## src/hdl/rv32i_params.svh

```systemverilog
// Sizes shared by the execute slice and its testbench
// RESQ_DEPTH also sets the producer's instruction credits after reset
`ifndef RV32I_PARAMS_SVH
`define RV32I_PARAMS_SVH

// Data path and register select widths
`define XLEN 32
`define REG_ADDR_W 5

// Result FIFO entries
`define RESQ_DEPTH 4

// Result credits the core holds after reset
`define RES_CREDITS 2

`endif

```

## src/hdl/rv32i_types_pkg.sv

```systemverilog
// Encodings follow the RV32I base ISA
// Only LUI and the integer ALU groups are executed by the slice
package rv32i_types_pkg;

  // Base opcodes, bits [6:0] of the instruction word
  typedef enum logic [6:0] {
    LUI     = 7'b0110111,
    AUIPC   = 7'b0010111,
    JAL     = 7'b1101111,
    JALR    = 7'b1100111,
    BRANCH  = 7'b1100011,
    LOAD    = 7'b0000011,
    STORE   = 7'b0100011,
    IMMED   = 7'b0010011,
    REGREG  = 7'b0110011,
    MISCMEM = 7'b0001111,
    SYSTEM  = 7'b1110011
  } opcode_t;

  // funct3 for the register-immediate group
  typedef enum logic [2:0] {
    ADDI  = 3'b000,
    SLLI  = 3'b001,
    SLTI  = 3'b010,
    SLTIU = 3'b011,
    XORI  = 3'b100,
    SRI   = 3'b101,
    ORI   = 3'b110,
    ANDI  = 3'b111
  } imm_funct3_t;

  // funct3 for the register-register group
  typedef enum logic [2:0] {
    ADDSUB = 3'b000,
    SLL    = 3'b001,
    SLT    = 3'b010,
    SLTU   = 3'b011,
    XOR    = 3'b100,
    SR     = 3'b101,
    OR     = 3'b110,
    AND    = 3'b111
  } reg_funct3_t;

  typedef enum logic [3:0] {
    ALU_ADD,
    ALU_SUB,
    ALU_SLL,
    ALU_SRL,
    ALU_SRA,
    ALU_AND,
    ALU_OR,
    ALU_XOR,
    ALU_SLT,
    ALU_SLTU,
    ALU_PASS_B
  } aluop_t;

  typedef enum logic [1:0] {
    RES_OK          = 2'd0,
    RES_UNSUPPORTED = 2'd1,
    RES_ILLEGAL     = 2'd2
  } res_status_t;

endpackage

```

## src/hdl/control_unit_if.sv

```systemverilog
// Decoded control from the decoder to the ALU and the result FIFO
// instr is driven by the top level
`timescale 1ns/10ps
`include "rv32i_params.svh"

interface control_unit_if;
  import rv32i_types_pkg::*;

  logic [`XLEN-1:0] instr;
  opcode_t          instr_opcode;
  logic [`XLEN-1:0] imm;
  aluop_t           alu_op;
  logic             b_is_imm;
  logic             wen;
  res_status_t      status;

  modport control_unit (
    input  instr,
    output instr_opcode, imm, alu_op, b_is_imm, wen, status
  );

  modport alu (input alu_op, b_is_imm, imm);

  modport queue (input wen, status);

endinterface

```

## src/hdl/control_unit.sv

```systemverilog
// Purely combinational decode within the accept cycle
// Only LUI and the integer ALU groups write a register
`timescale 1ns/10ps
`include "rv32i_params.svh"

module control_unit (
  input  logic [`XLEN-1:0]       instr_i,
  output logic [`REG_ADDR_W-1:0] rs1_o,
  output logic [`REG_ADDR_W-1:0] rs2_o,
  output logic [`REG_ADDR_W-1:0] rd_o,
  control_unit_if.control_unit   cu_if
);
  import rv32i_types_pkg::*;

  imm_funct3_t f3_imm;
  reg_funct3_t f3_reg;
  logic [6:0]  funct7;
  logic        is_imm;
  logic        is_reg;
  logic        is_shr;
  logic        is_sll;
  res_status_t status;

  // Register selects straight from the port word
  assign rs1_o = instr_i[19:15];
  assign rs2_o = instr_i[24:20];
  assign rd_o  = instr_i[11:7];

  assign cu_if.instr_opcode = opcode_t'(cu_if.instr[6:0]);
  assign f3_imm = imm_funct3_t'(cu_if.instr[14:12]);
  assign f3_reg = reg_funct3_t'(cu_if.instr[14:12]);
  assign funct7 = cu_if.instr[31:25];

  assign is_imm = (cu_if.instr_opcode == IMMED);
  assign is_reg = (cu_if.instr_opcode == REGREG);

  // U immediate for LUI, sign-extended I immediate otherwise
  assign cu_if.imm = (cu_if.instr_opcode == LUI) ? {cu_if.instr[31:12], 12'b0} :
                     {{(`XLEN-12){cu_if.instr[31]}}, cu_if.instr[31:20]};

  assign cu_if.b_is_imm = is_imm || (cu_if.instr_opcode == LUI);

  assign is_sll = (is_imm && f3_imm == SLLI) || (is_reg && f3_reg == SLL);
  assign is_shr = (is_imm && f3_imm == SRI) || (is_reg && f3_reg == SR);

  // Bit 30 separates SUB from ADD and SRA from SRL
  always_comb begin
    if (cu_if.instr_opcode == LUI)
      cu_if.alu_op = ALU_PASS_B;
    else if (is_sll)
      cu_if.alu_op = ALU_SLL;
    else if (is_shr)
      cu_if.alu_op = cu_if.instr[30] ? ALU_SRA : ALU_SRL;
    else if (is_reg && f3_reg == ADDSUB && cu_if.instr[30])
      cu_if.alu_op = ALU_SUB;
    else if ((is_imm && f3_imm == ANDI) || (is_reg && f3_reg == AND))
      cu_if.alu_op = ALU_AND;
    else if ((is_imm && f3_imm == ORI) || (is_reg && f3_reg == OR))
      cu_if.alu_op = ALU_OR;
    else if ((is_imm && f3_imm == XORI) || (is_reg && f3_reg == XOR))
      cu_if.alu_op = ALU_XOR;
    else if ((is_imm && f3_imm == SLTI) || (is_reg && f3_reg == SLT))
      cu_if.alu_op = ALU_SLT;
    else if ((is_imm && f3_imm == SLTIU) || (is_reg && f3_reg == SLTU))
      cu_if.alu_op = ALU_SLTU;
    else
      cu_if.alu_op = ALU_ADD;
  end

  always_comb begin
    case (cu_if.instr_opcode)
      LUI: status = RES_OK;
      IMMED: begin
        // Shift immediates only allow funct7 of 0x00 or 0x20
        if ((is_sll || is_shr) && funct7 != 7'h00 && funct7 != 7'h20)
          status = RES_ILLEGAL;
        else
          status = RES_OK;
      end
      // funct7 bit 0 marks the M extension
      REGREG: status = funct7[0] ? RES_ILLEGAL : RES_OK;
      AUIPC, JAL, JALR, BRANCH, LOAD, STORE, MISCMEM, SYSTEM:
        status = RES_UNSUPPORTED;
      default: status = RES_ILLEGAL;
    endcase
  end

  assign cu_if.status = status;
  assign cu_if.wen    = (status == RES_OK);

endmodule

```

## src/hdl/reg_file.sv

```systemverilog
// x0 reads zero and ignores writes
// Reads are combinational and see the old value during a write
`timescale 1ns/10ps
`include "rv32i_params.svh"

module reg_file (
  input  logic                   clk,
  input  logic                   rst_n_i,
  input  logic                   we_i,
  input  logic                   wen_i,
  input  logic [`REG_ADDR_W-1:0] rs1_i,
  input  logic [`REG_ADDR_W-1:0] rs2_i,
  input  logic [`REG_ADDR_W-1:0] rd_i,
  input  logic [`XLEN-1:0]       wdata_i,
  output logic [`XLEN-1:0]       rdata1_o,
  output logic [`XLEN-1:0]       rdata2_o
);

  localparam int NREGS = 2 ** `REG_ADDR_W;

  logic [`XLEN-1:0] regs [NREGS];
  logic             wr_en;

  // Accepted instruction that the decoder lets write
  assign wr_en = we_i && wen_i && (rd_i != '0);

  always_ff @(posedge clk or negedge rst_n_i) begin
    if (!rst_n_i) begin
      for (int i = 0; i < NREGS; i++)
        regs[i] <= '0;
    end else if (wr_en) begin
      regs[rd_i] <= wdata_i;
    end
  end

  assign rdata1_o = regs[rs1_i];
  assign rdata2_o = regs[rs2_i];

endmodule

```

## src/hdl/alu.sv

```systemverilog
// Integer ALU for the RV32I register and immediate groups
// Shift amounts come from the low 5 bits of operand B
`timescale 1ns/10ps
`include "rv32i_params.svh"

module alu (
  input  logic [`XLEN-1:0] rdata1_i,
  input  logic [`XLEN-1:0] rdata2_i,
  control_unit_if.alu      cu_if,
  output logic [`XLEN-1:0] result_o
);
  import rv32i_types_pkg::*;

  logic [`XLEN-1:0] op_a;
  logic [`XLEN-1:0] op_b;
  logic [4:0]       shamt;

  assign op_a  = rdata1_i;
  assign op_b  = cu_if.b_is_imm ? cu_if.imm : rdata2_i;
  assign shamt = op_b[4:0];

  always_comb begin
    case (cu_if.alu_op)
      ALU_ADD:    result_o = op_a + op_b;
      ALU_SUB:    result_o = op_a - op_b;
      ALU_SLL:    result_o = op_a << shamt;
      ALU_SRL:    result_o = op_a >> shamt;
      ALU_SRA:    result_o = $unsigned($signed(op_a) >>> shamt);
      ALU_AND:    result_o = op_a & op_b;
      ALU_OR:     result_o = op_a | op_b;
      ALU_XOR:    result_o = op_a ^ op_b;
      ALU_SLT:    result_o = {{(`XLEN-1){1'b0}}, $signed(op_a) < $signed(op_b)};
      ALU_SLTU:   result_o = {{(`XLEN-1){1'b0}}, op_a < op_b};
      // LUI value is already in the immediate
      ALU_PASS_B: result_o = op_b;
      default:    result_o = '0;
    endcase
  end

endmodule

```

## src/hdl/result_queue.sv

```systemverilog
// Never full because the producer holds only RESQ_DEPTH credits
// Head record is shown combinationally in the cycle it pops
`timescale 1ns/10ps
`include "rv32i_params.svh"

module result_queue (
  input  logic                         clk,
  input  logic                         rst_n_i,
  input  logic                         push_i,
  input  logic [`REG_ADDR_W-1:0]       rd_i,
  input  logic [`XLEN-1:0]             value_i,
  control_unit_if.queue                cu_if,
  input  logic                         res_credit_i,
  output logic                         res_valid_o,
  output logic [`REG_ADDR_W-1:0]       res_rd_o,
  output logic [`XLEN-1:0]             res_value_o,
  output rv32i_types_pkg::res_status_t res_status_o,
  output logic                         instr_credit_o
);
  import rv32i_types_pkg::*;

  localparam int DEPTH  = `RESQ_DEPTH;
  localparam int PTR_W  = (DEPTH > 1) ? $clog2(DEPTH) : 1;
  localparam int CNT_W  = $clog2(DEPTH + 1);
  localparam int CRED_W = $clog2(`RES_CREDITS + 1);

  logic [`REG_ADDR_W-1:0] rd_mem     [DEPTH];
  logic [`XLEN-1:0]       value_mem  [DEPTH];
  res_status_t            status_mem [DEPTH];

  logic [PTR_W-1:0]  wr_ptr;
  logic [PTR_W-1:0]  rd_ptr;
  logic [CNT_W-1:0]  count;
  logic [CRED_W-1:0] credits;
  logic              pop;

  assign pop = (count != '0) && (credits != '0);

  // Payload storage with rd and value zeroed for records that write nothing
  always_ff @(posedge clk) begin
    if (push_i) begin
      rd_mem[wr_ptr]     <= cu_if.wen ? rd_i : '0;
      value_mem[wr_ptr]  <= cu_if.wen ? value_i : '0;
      status_mem[wr_ptr] <= cu_if.status;
    end
  end

  always_ff @(posedge clk or negedge rst_n_i) begin
    if (!rst_n_i) begin
      wr_ptr  <= '0;
      rd_ptr  <= '0;
      count   <= '0;
      credits <= CRED_W'(`RES_CREDITS);
    end else begin
      if (push_i)
        wr_ptr <= (wr_ptr == PTR_W'(DEPTH - 1)) ? '0 : wr_ptr + 1'b1;
      if (pop)
        rd_ptr <= (rd_ptr == PTR_W'(DEPTH - 1)) ? '0 : rd_ptr + 1'b1;
      case ({push_i, pop})
        2'b10:   count <= count + 1'b1;
        2'b01:   count <= count - 1'b1;
        default: count <= count;
      endcase
      // Returned credit and pop in the same cycle cancel out
      case ({res_credit_i, pop})
        2'b10:   credits <= credits + 1'b1;
        2'b01:   credits <= credits - 1'b1;
        default: credits <= credits;
      endcase
    end
  end

  assign res_valid_o    = pop;
  assign instr_credit_o = pop;
  assign res_rd_o       = rd_mem[rd_ptr];
  assign res_value_o    = value_mem[rd_ptr];
  assign res_status_o   = status_mem[rd_ptr];

endmodule

```

## src/hdl/rv32i_exec_core.sv

```systemverilog
// Producer starts with RESQ_DEPTH instruction credits, core with RES_CREDITS
// instr_i is only sampled in a cycle with instr_valid_i high
`timescale 1ns/10ps
`include "rv32i_params.svh"

module rv32i_exec_core (
  input  logic                         clk,
  input  logic                         rst_n_i,
  input  logic                         instr_valid_i,
  input  logic [`XLEN-1:0]             instr_i,
  output logic                         instr_credit_o,
  output logic                         res_valid_o,
  output logic [`REG_ADDR_W-1:0]       res_rd_o,
  output logic [`XLEN-1:0]             res_value_o,
  output rv32i_types_pkg::res_status_t res_status_o,
  input  logic                         res_credit_i
);

  logic [`REG_ADDR_W-1:0] rs1;
  logic [`REG_ADDR_W-1:0] rs2;
  logic [`REG_ADDR_W-1:0] rd;
  logic [`XLEN-1:0]       rdata1;
  logic [`XLEN-1:0]       rdata2;
  logic [`XLEN-1:0]       alu_result;

  control_unit_if cu_if ();

  assign cu_if.instr = instr_i;

  control_unit u_control_unit (
    .instr_i (instr_i),
    .rs1_o   (rs1),
    .rs2_o   (rs2),
    .rd_o    (rd),
    .cu_if   (cu_if)
  );

  // Write happens at the accept edge, qualified by the decoder
  reg_file u_reg_file (
    .clk      (clk),
    .rst_n_i  (rst_n_i),
    .we_i     (instr_valid_i),
    .wen_i    (cu_if.wen),
    .rs1_i    (rs1),
    .rs2_i    (rs2),
    .rd_i     (rd),
    .wdata_i  (alu_result),
    .rdata1_o (rdata1),
    .rdata2_o (rdata2)
  );

  alu u_alu (
    .rdata1_i (rdata1),
    .rdata2_i (rdata2),
    .cu_if    (cu_if),
    .result_o (alu_result)
  );

  result_queue u_result_queue (
    .clk            (clk),
    .rst_n_i        (rst_n_i),
    .push_i         (instr_valid_i),
    .rd_i           (rd),
    .value_i        (alu_result),
    .cu_if          (cu_if),
    .res_credit_i   (res_credit_i),
    .res_valid_o    (res_valid_o),
    .res_rd_o       (res_rd_o),
    .res_value_o    (res_value_o),
    .res_status_o   (res_status_o),
    .instr_credit_o (instr_credit_o)
  );

endmodule

```

## config.mk

```make
export PLATFORM = sky130hd
export DESIGN_NAME = rv32i_exec_core
export DESIGN_NICKNAME = d
export VERILOG_FILES = /design/src/hdl/rv32i_types_pkg.sv /design/src/hdl/control_unit_if.sv /design/src/hdl/control_unit.sv /design/src/hdl/reg_file.sv /design/src/hdl/alu.sv /design/src/hdl/result_queue.sv /design/src/hdl/rv32i_exec_core.sv
export VERILOG_INCLUDE_DIRS = /design/src /design/src/hdl
export SDC_FILE = /design/constraint.sdc
export NUM_CORES = 2
export LEC_CHECK = 0
export ABC_CLOCK_PERIOD_IN_PS = 5800
export BUFFER_PORTS_ARGS = -buffer_cell sky130_fd_sc_hd__clkbuf_2
export CAP_MARGIN = 20
export CELL_PAD_IN_SITES_DETAIL_PLACEMENT = 0
export CELL_PAD_IN_SITES_GLOBAL_PLACEMENT = 1
export CORE_MARGIN = 2
export CORE_UTILIZATION = 47
export DETAILED_ROUTE_END_ITERATION = 7
export GPL_ROUTABILITY_DRIVEN = 0
export PLACE_DENSITY = 0.81
export SLEW_MARGIN = 15
export SYNTH_ARGS = -nofsm -noshare
export SYNTH_HDL_FRONTEND = slang
export SYNTH_SLANG_ARGS = --single-unit
```

## constraint.sdc

```tcl
create_clock -name clk -period 5.8 [get_ports clk]
set_clock_uncertainty 0.1 [all_clocks]
set_input_delay 1.74 -clock clk [delete_from_list [all_inputs] [get_ports clk]]
set_output_delay 1.74 -clock clk [all_outputs]
set_load 0.02 [all_outputs]
```

==> out/results.tsv <==
metric	value	unit
Seq/Total Area, Yosys	43.7	%
Final HPWL DP	204000	um
setup_tns	-437520	ps
max-cap viol count	0	
Mapped Cells	6641	
status	finished, violations left	
worst path required time	6370	ps
synthesis-to-layout area growth	25.9	%
slew margin rel.	8.65	%
most used cell, CP	buf_4	
number of port buffers	76	
clock slew at reported path FFs	60	ps
vias in the first global route	62600	
die width	390	um
commonest non-fill, non-tap cell in the layout	dfrtp_1	
Pwr per Cell Area	261	nW/um^2
Highest Clock Rate	155	MHz
final slew viol count	0	
Antenna Violating Nets Remaining	0	
total grt overflow	0	
routed vias/inst	6.78	
Worst Tran Pin Value	1370	ps
largest net degree at the start of global routing	129	
post-synth top area cell	dfrtp_1	
routed vias	63900	
RSZ-0062 raised after global routing	true	
clock latency at the later pin of the worst-skew pair	820	ps
Rows	141	
CP peak stage delay	1160	ps
core area	148000	um^2
CP Data Arrival Time	7040	ps
routed wire length	291000	um
post-synth cell types	101	
largest fanout on the critical path	50	
Fillers	11700	
Min-Delay Path Class	reg -> reg	
Nets	7532	
part of the cycle the worst path needs	111	%
worst setup path category	in -> reg	
crit start category	primary input	
Hold Startpoint	u_reg_file.regs[1019]$_DFFE_PN0P_	
wire length per cell	30.9	um
Max VDD drop	0.000276	V
initial antenna violation count	13	
failing checks	design-rule violations, negative setup slack	
syn_area_per_cell	10.5	um^2
Worst R2R Start	u_reg_file.regs[33]$_DFFE_PN0P_	
number of flops mapped to enable cells by yosys	156	
gr usage total	37.8	%
post-route non-filler standard cell count	9425	
CTS max path bufs	3	
Crit. End Element	register	
setup violators final	1116	
most frequent cells in the layout	1030 x dfrtp_1, 1008 x buf_4, 843 x nor2_1	
Synth Flop Type	dfrtp_1	
global-route wire length before repair	422000	um
Hold Violations, Final	0	
Final min period	6460	ps
Clock Tree Root	clkbuf_16	
pre-CTS WS	-1750	ps
cell area after layout	88000	um^2
Die Ht	390	um
CP Launch Point	instr_i[17]	
synth warn	0	
Cells after DPL	9122	
H-Tree Depth	3	
top cell type's share of synthesized area	37.0	%
Die ar.	152000	um^2
DR iter-0 viols	9506	
synth top area cells	dfrtp_1 37%, mux4_2 16%, edfxtp_1 6.7%, nor2_1 4.8%, a21oi_1 4.7%	
async set-reset flop share out of synthesis	86.9	%
Syn Nets	6788	
Slowest-stage cell, CP	o32ai_1	
initial core utilization	47.3	%
TritonCTS clock tree	yes	
register bit total from synthesis	1189	
dpl cell area	81300	um^2
Leak Pwr	38.2	nW
Syn Std Cell Area	69900	um^2
CP Cell Sequence	buf_8 -> buf_6 -> buf_4 -> mux2i_1 -> a22oi_1 -> nand3_1 -> and4_1 -> inv_1 -> buf_4 -> a211oi_1 -> nor2_1 -> buf_4 -> o22ai_1 -> o32ai_1 -> a211o_1 -> o31ai_4 -> buf_12 -> o21ai_0	
CTS Buf Count	121	
Ports	77	
clock sink count	1189	
Residual DRC	8	
layout cells sized above 1	33.4	%
DRT Pass-1 Iters	8	
final setup margin	-664	ps
-- flip-flops by register name, indices dropped and copies added (netlist names) --
| signal | cells |
|---|---|
| u_result_queue.rd_mem | 20 |
| u_result_queue.wr_ptr | 2 |
| u_result_queue.credits | 2 |
| u_reg_file.regs | 1024 |
| u_result_queue.status_mem | 8 |
| u_result_queue.count | 3 |
| u_result_queue.rd_ptr | 2 |
| u_result_queue.value_mem | 128 |
-- worst max-delay path, delay by kind of cell --
kind	cells	cell delay (ps)
muxes	1	140
AOI/OAI and AO/OA	7	2270
buffers and inverters	7	1890
and+or+nand+nor	3	860
-- cell usage after synthesis (58+ instances only) --
cell type / instances
a211oi_1: 58
a21oi_1: 655
a22oi_1: 186
a31oi_1: 118
buf_1: 66
buf_2: 175
clkbuf_1: 354
dfrtp_1: 1032
edfxtp_1: 156
ha_1: 108
inv_1: 108
mux2_2: 60
mux2i_1: 320
mux4_2: 487
nand2_1: 553
nand3_1: 116
nor2_1: 887
nor3_1: 60
o21ai_0: 388
-- cell type report --
cell class                 instances  area, um^2  area share (%)
antenna                            5        12.5          0.0142
clock buffer                     165        3470            3.94
clock inverter                    63        1090            1.24
inverter                         115         434           0.494
multi-input combinational       4670       38000            43.2
sequential                      1189       30500            34.7
tap                             1930        2410            2.74
timing repair buffer            1288       12000            13.6
-- per-layer routing --
metal / vias to the layer above / wire (um) / GRT usage [%]
met5: - / 524 / 0.766
met4: 20 / 24200 / 25.5
met3: 1362 / 38900 / 13.1
met2: 4795 / 123000 / 54.3
met1: 31500 / 104000 / 48.0
li1: 26200 / - / -
-- path summary, 6_finish.rpt --
kind | cells after the start | end | slack [ps]
setup reg to reg | 20 | u_result_queue.value_mem[0][9]$_DFFE_PP_ | 320
max in group asynchronous | 2 | u_reg_file.regs[211]$_DFFE_PN0P_ | 3380
setup / recovery | 18 | u_reg_file.regs[1]$_DFFE_PN0P_ | -660
hold reg to reg | 0 | u_reg_file.regs[1019]$_DFFE_PN0P_ | 300
hold / removal | 0 | u_reg_file.regs[1019]$_DFFE_PN0P_ | 300
min in group asynchronous | 1 | u_reg_file.regs[268]$_DFFE_PN0P_ | 900
-- power breakdown --
part           switching (mW)  internal (mW)  total [mW]
sequential              0.257           8.79        9.05
clock                    3.64           5.25        8.89
combinational            2.95           2.05        5.00
total                    6.84           16.1        22.9
-- cells by family (layout without fill, tap and decap cells) --
family                     count (synthesis)  in the layout  share of synthesized area, %
and+or+nand+nor                         1800           1800                          10.9
DFF                                     1189           1189                          43.7
adders and majority gates                111            111                          2.02
muxes                                    874            874                          21.5
buffers and inverters                    782           1631                          5.07
xor gates and xnor gates                  18             18                         0.226
AOI/OAI and AO/OA                       1867           1867                          16.6
other                                      0              5                             0
-- timing repair --
item,in CTS,in global routing
buffers inserted,24,35
resized for setup,138,115
hold buffers,0,0
setup endpoints to repair,1086,1120
hold endpoints to repair,0,0
pin swaps,44,55
cloned,10,12
-- metrics by stage --
| stage | power [mW] | hold WS [ps] | util, % |
|---|---|---|---|
| 2_1_floorplan | 11.7 | 341 | - |
| 3_3_place_gp | 13.7 | 279 | 55.1 |
| 3_5_place_dp | 13.8 | 284 | 55.1 |
| 4_1_cts | 22.7 | 302 | 58.9 |
| 5_1_grt | 23.5 | 313 | 59.6 |
| 6_report | 22.9 | 300 | 59.6 |
Power figures use the tool's default switching activity.
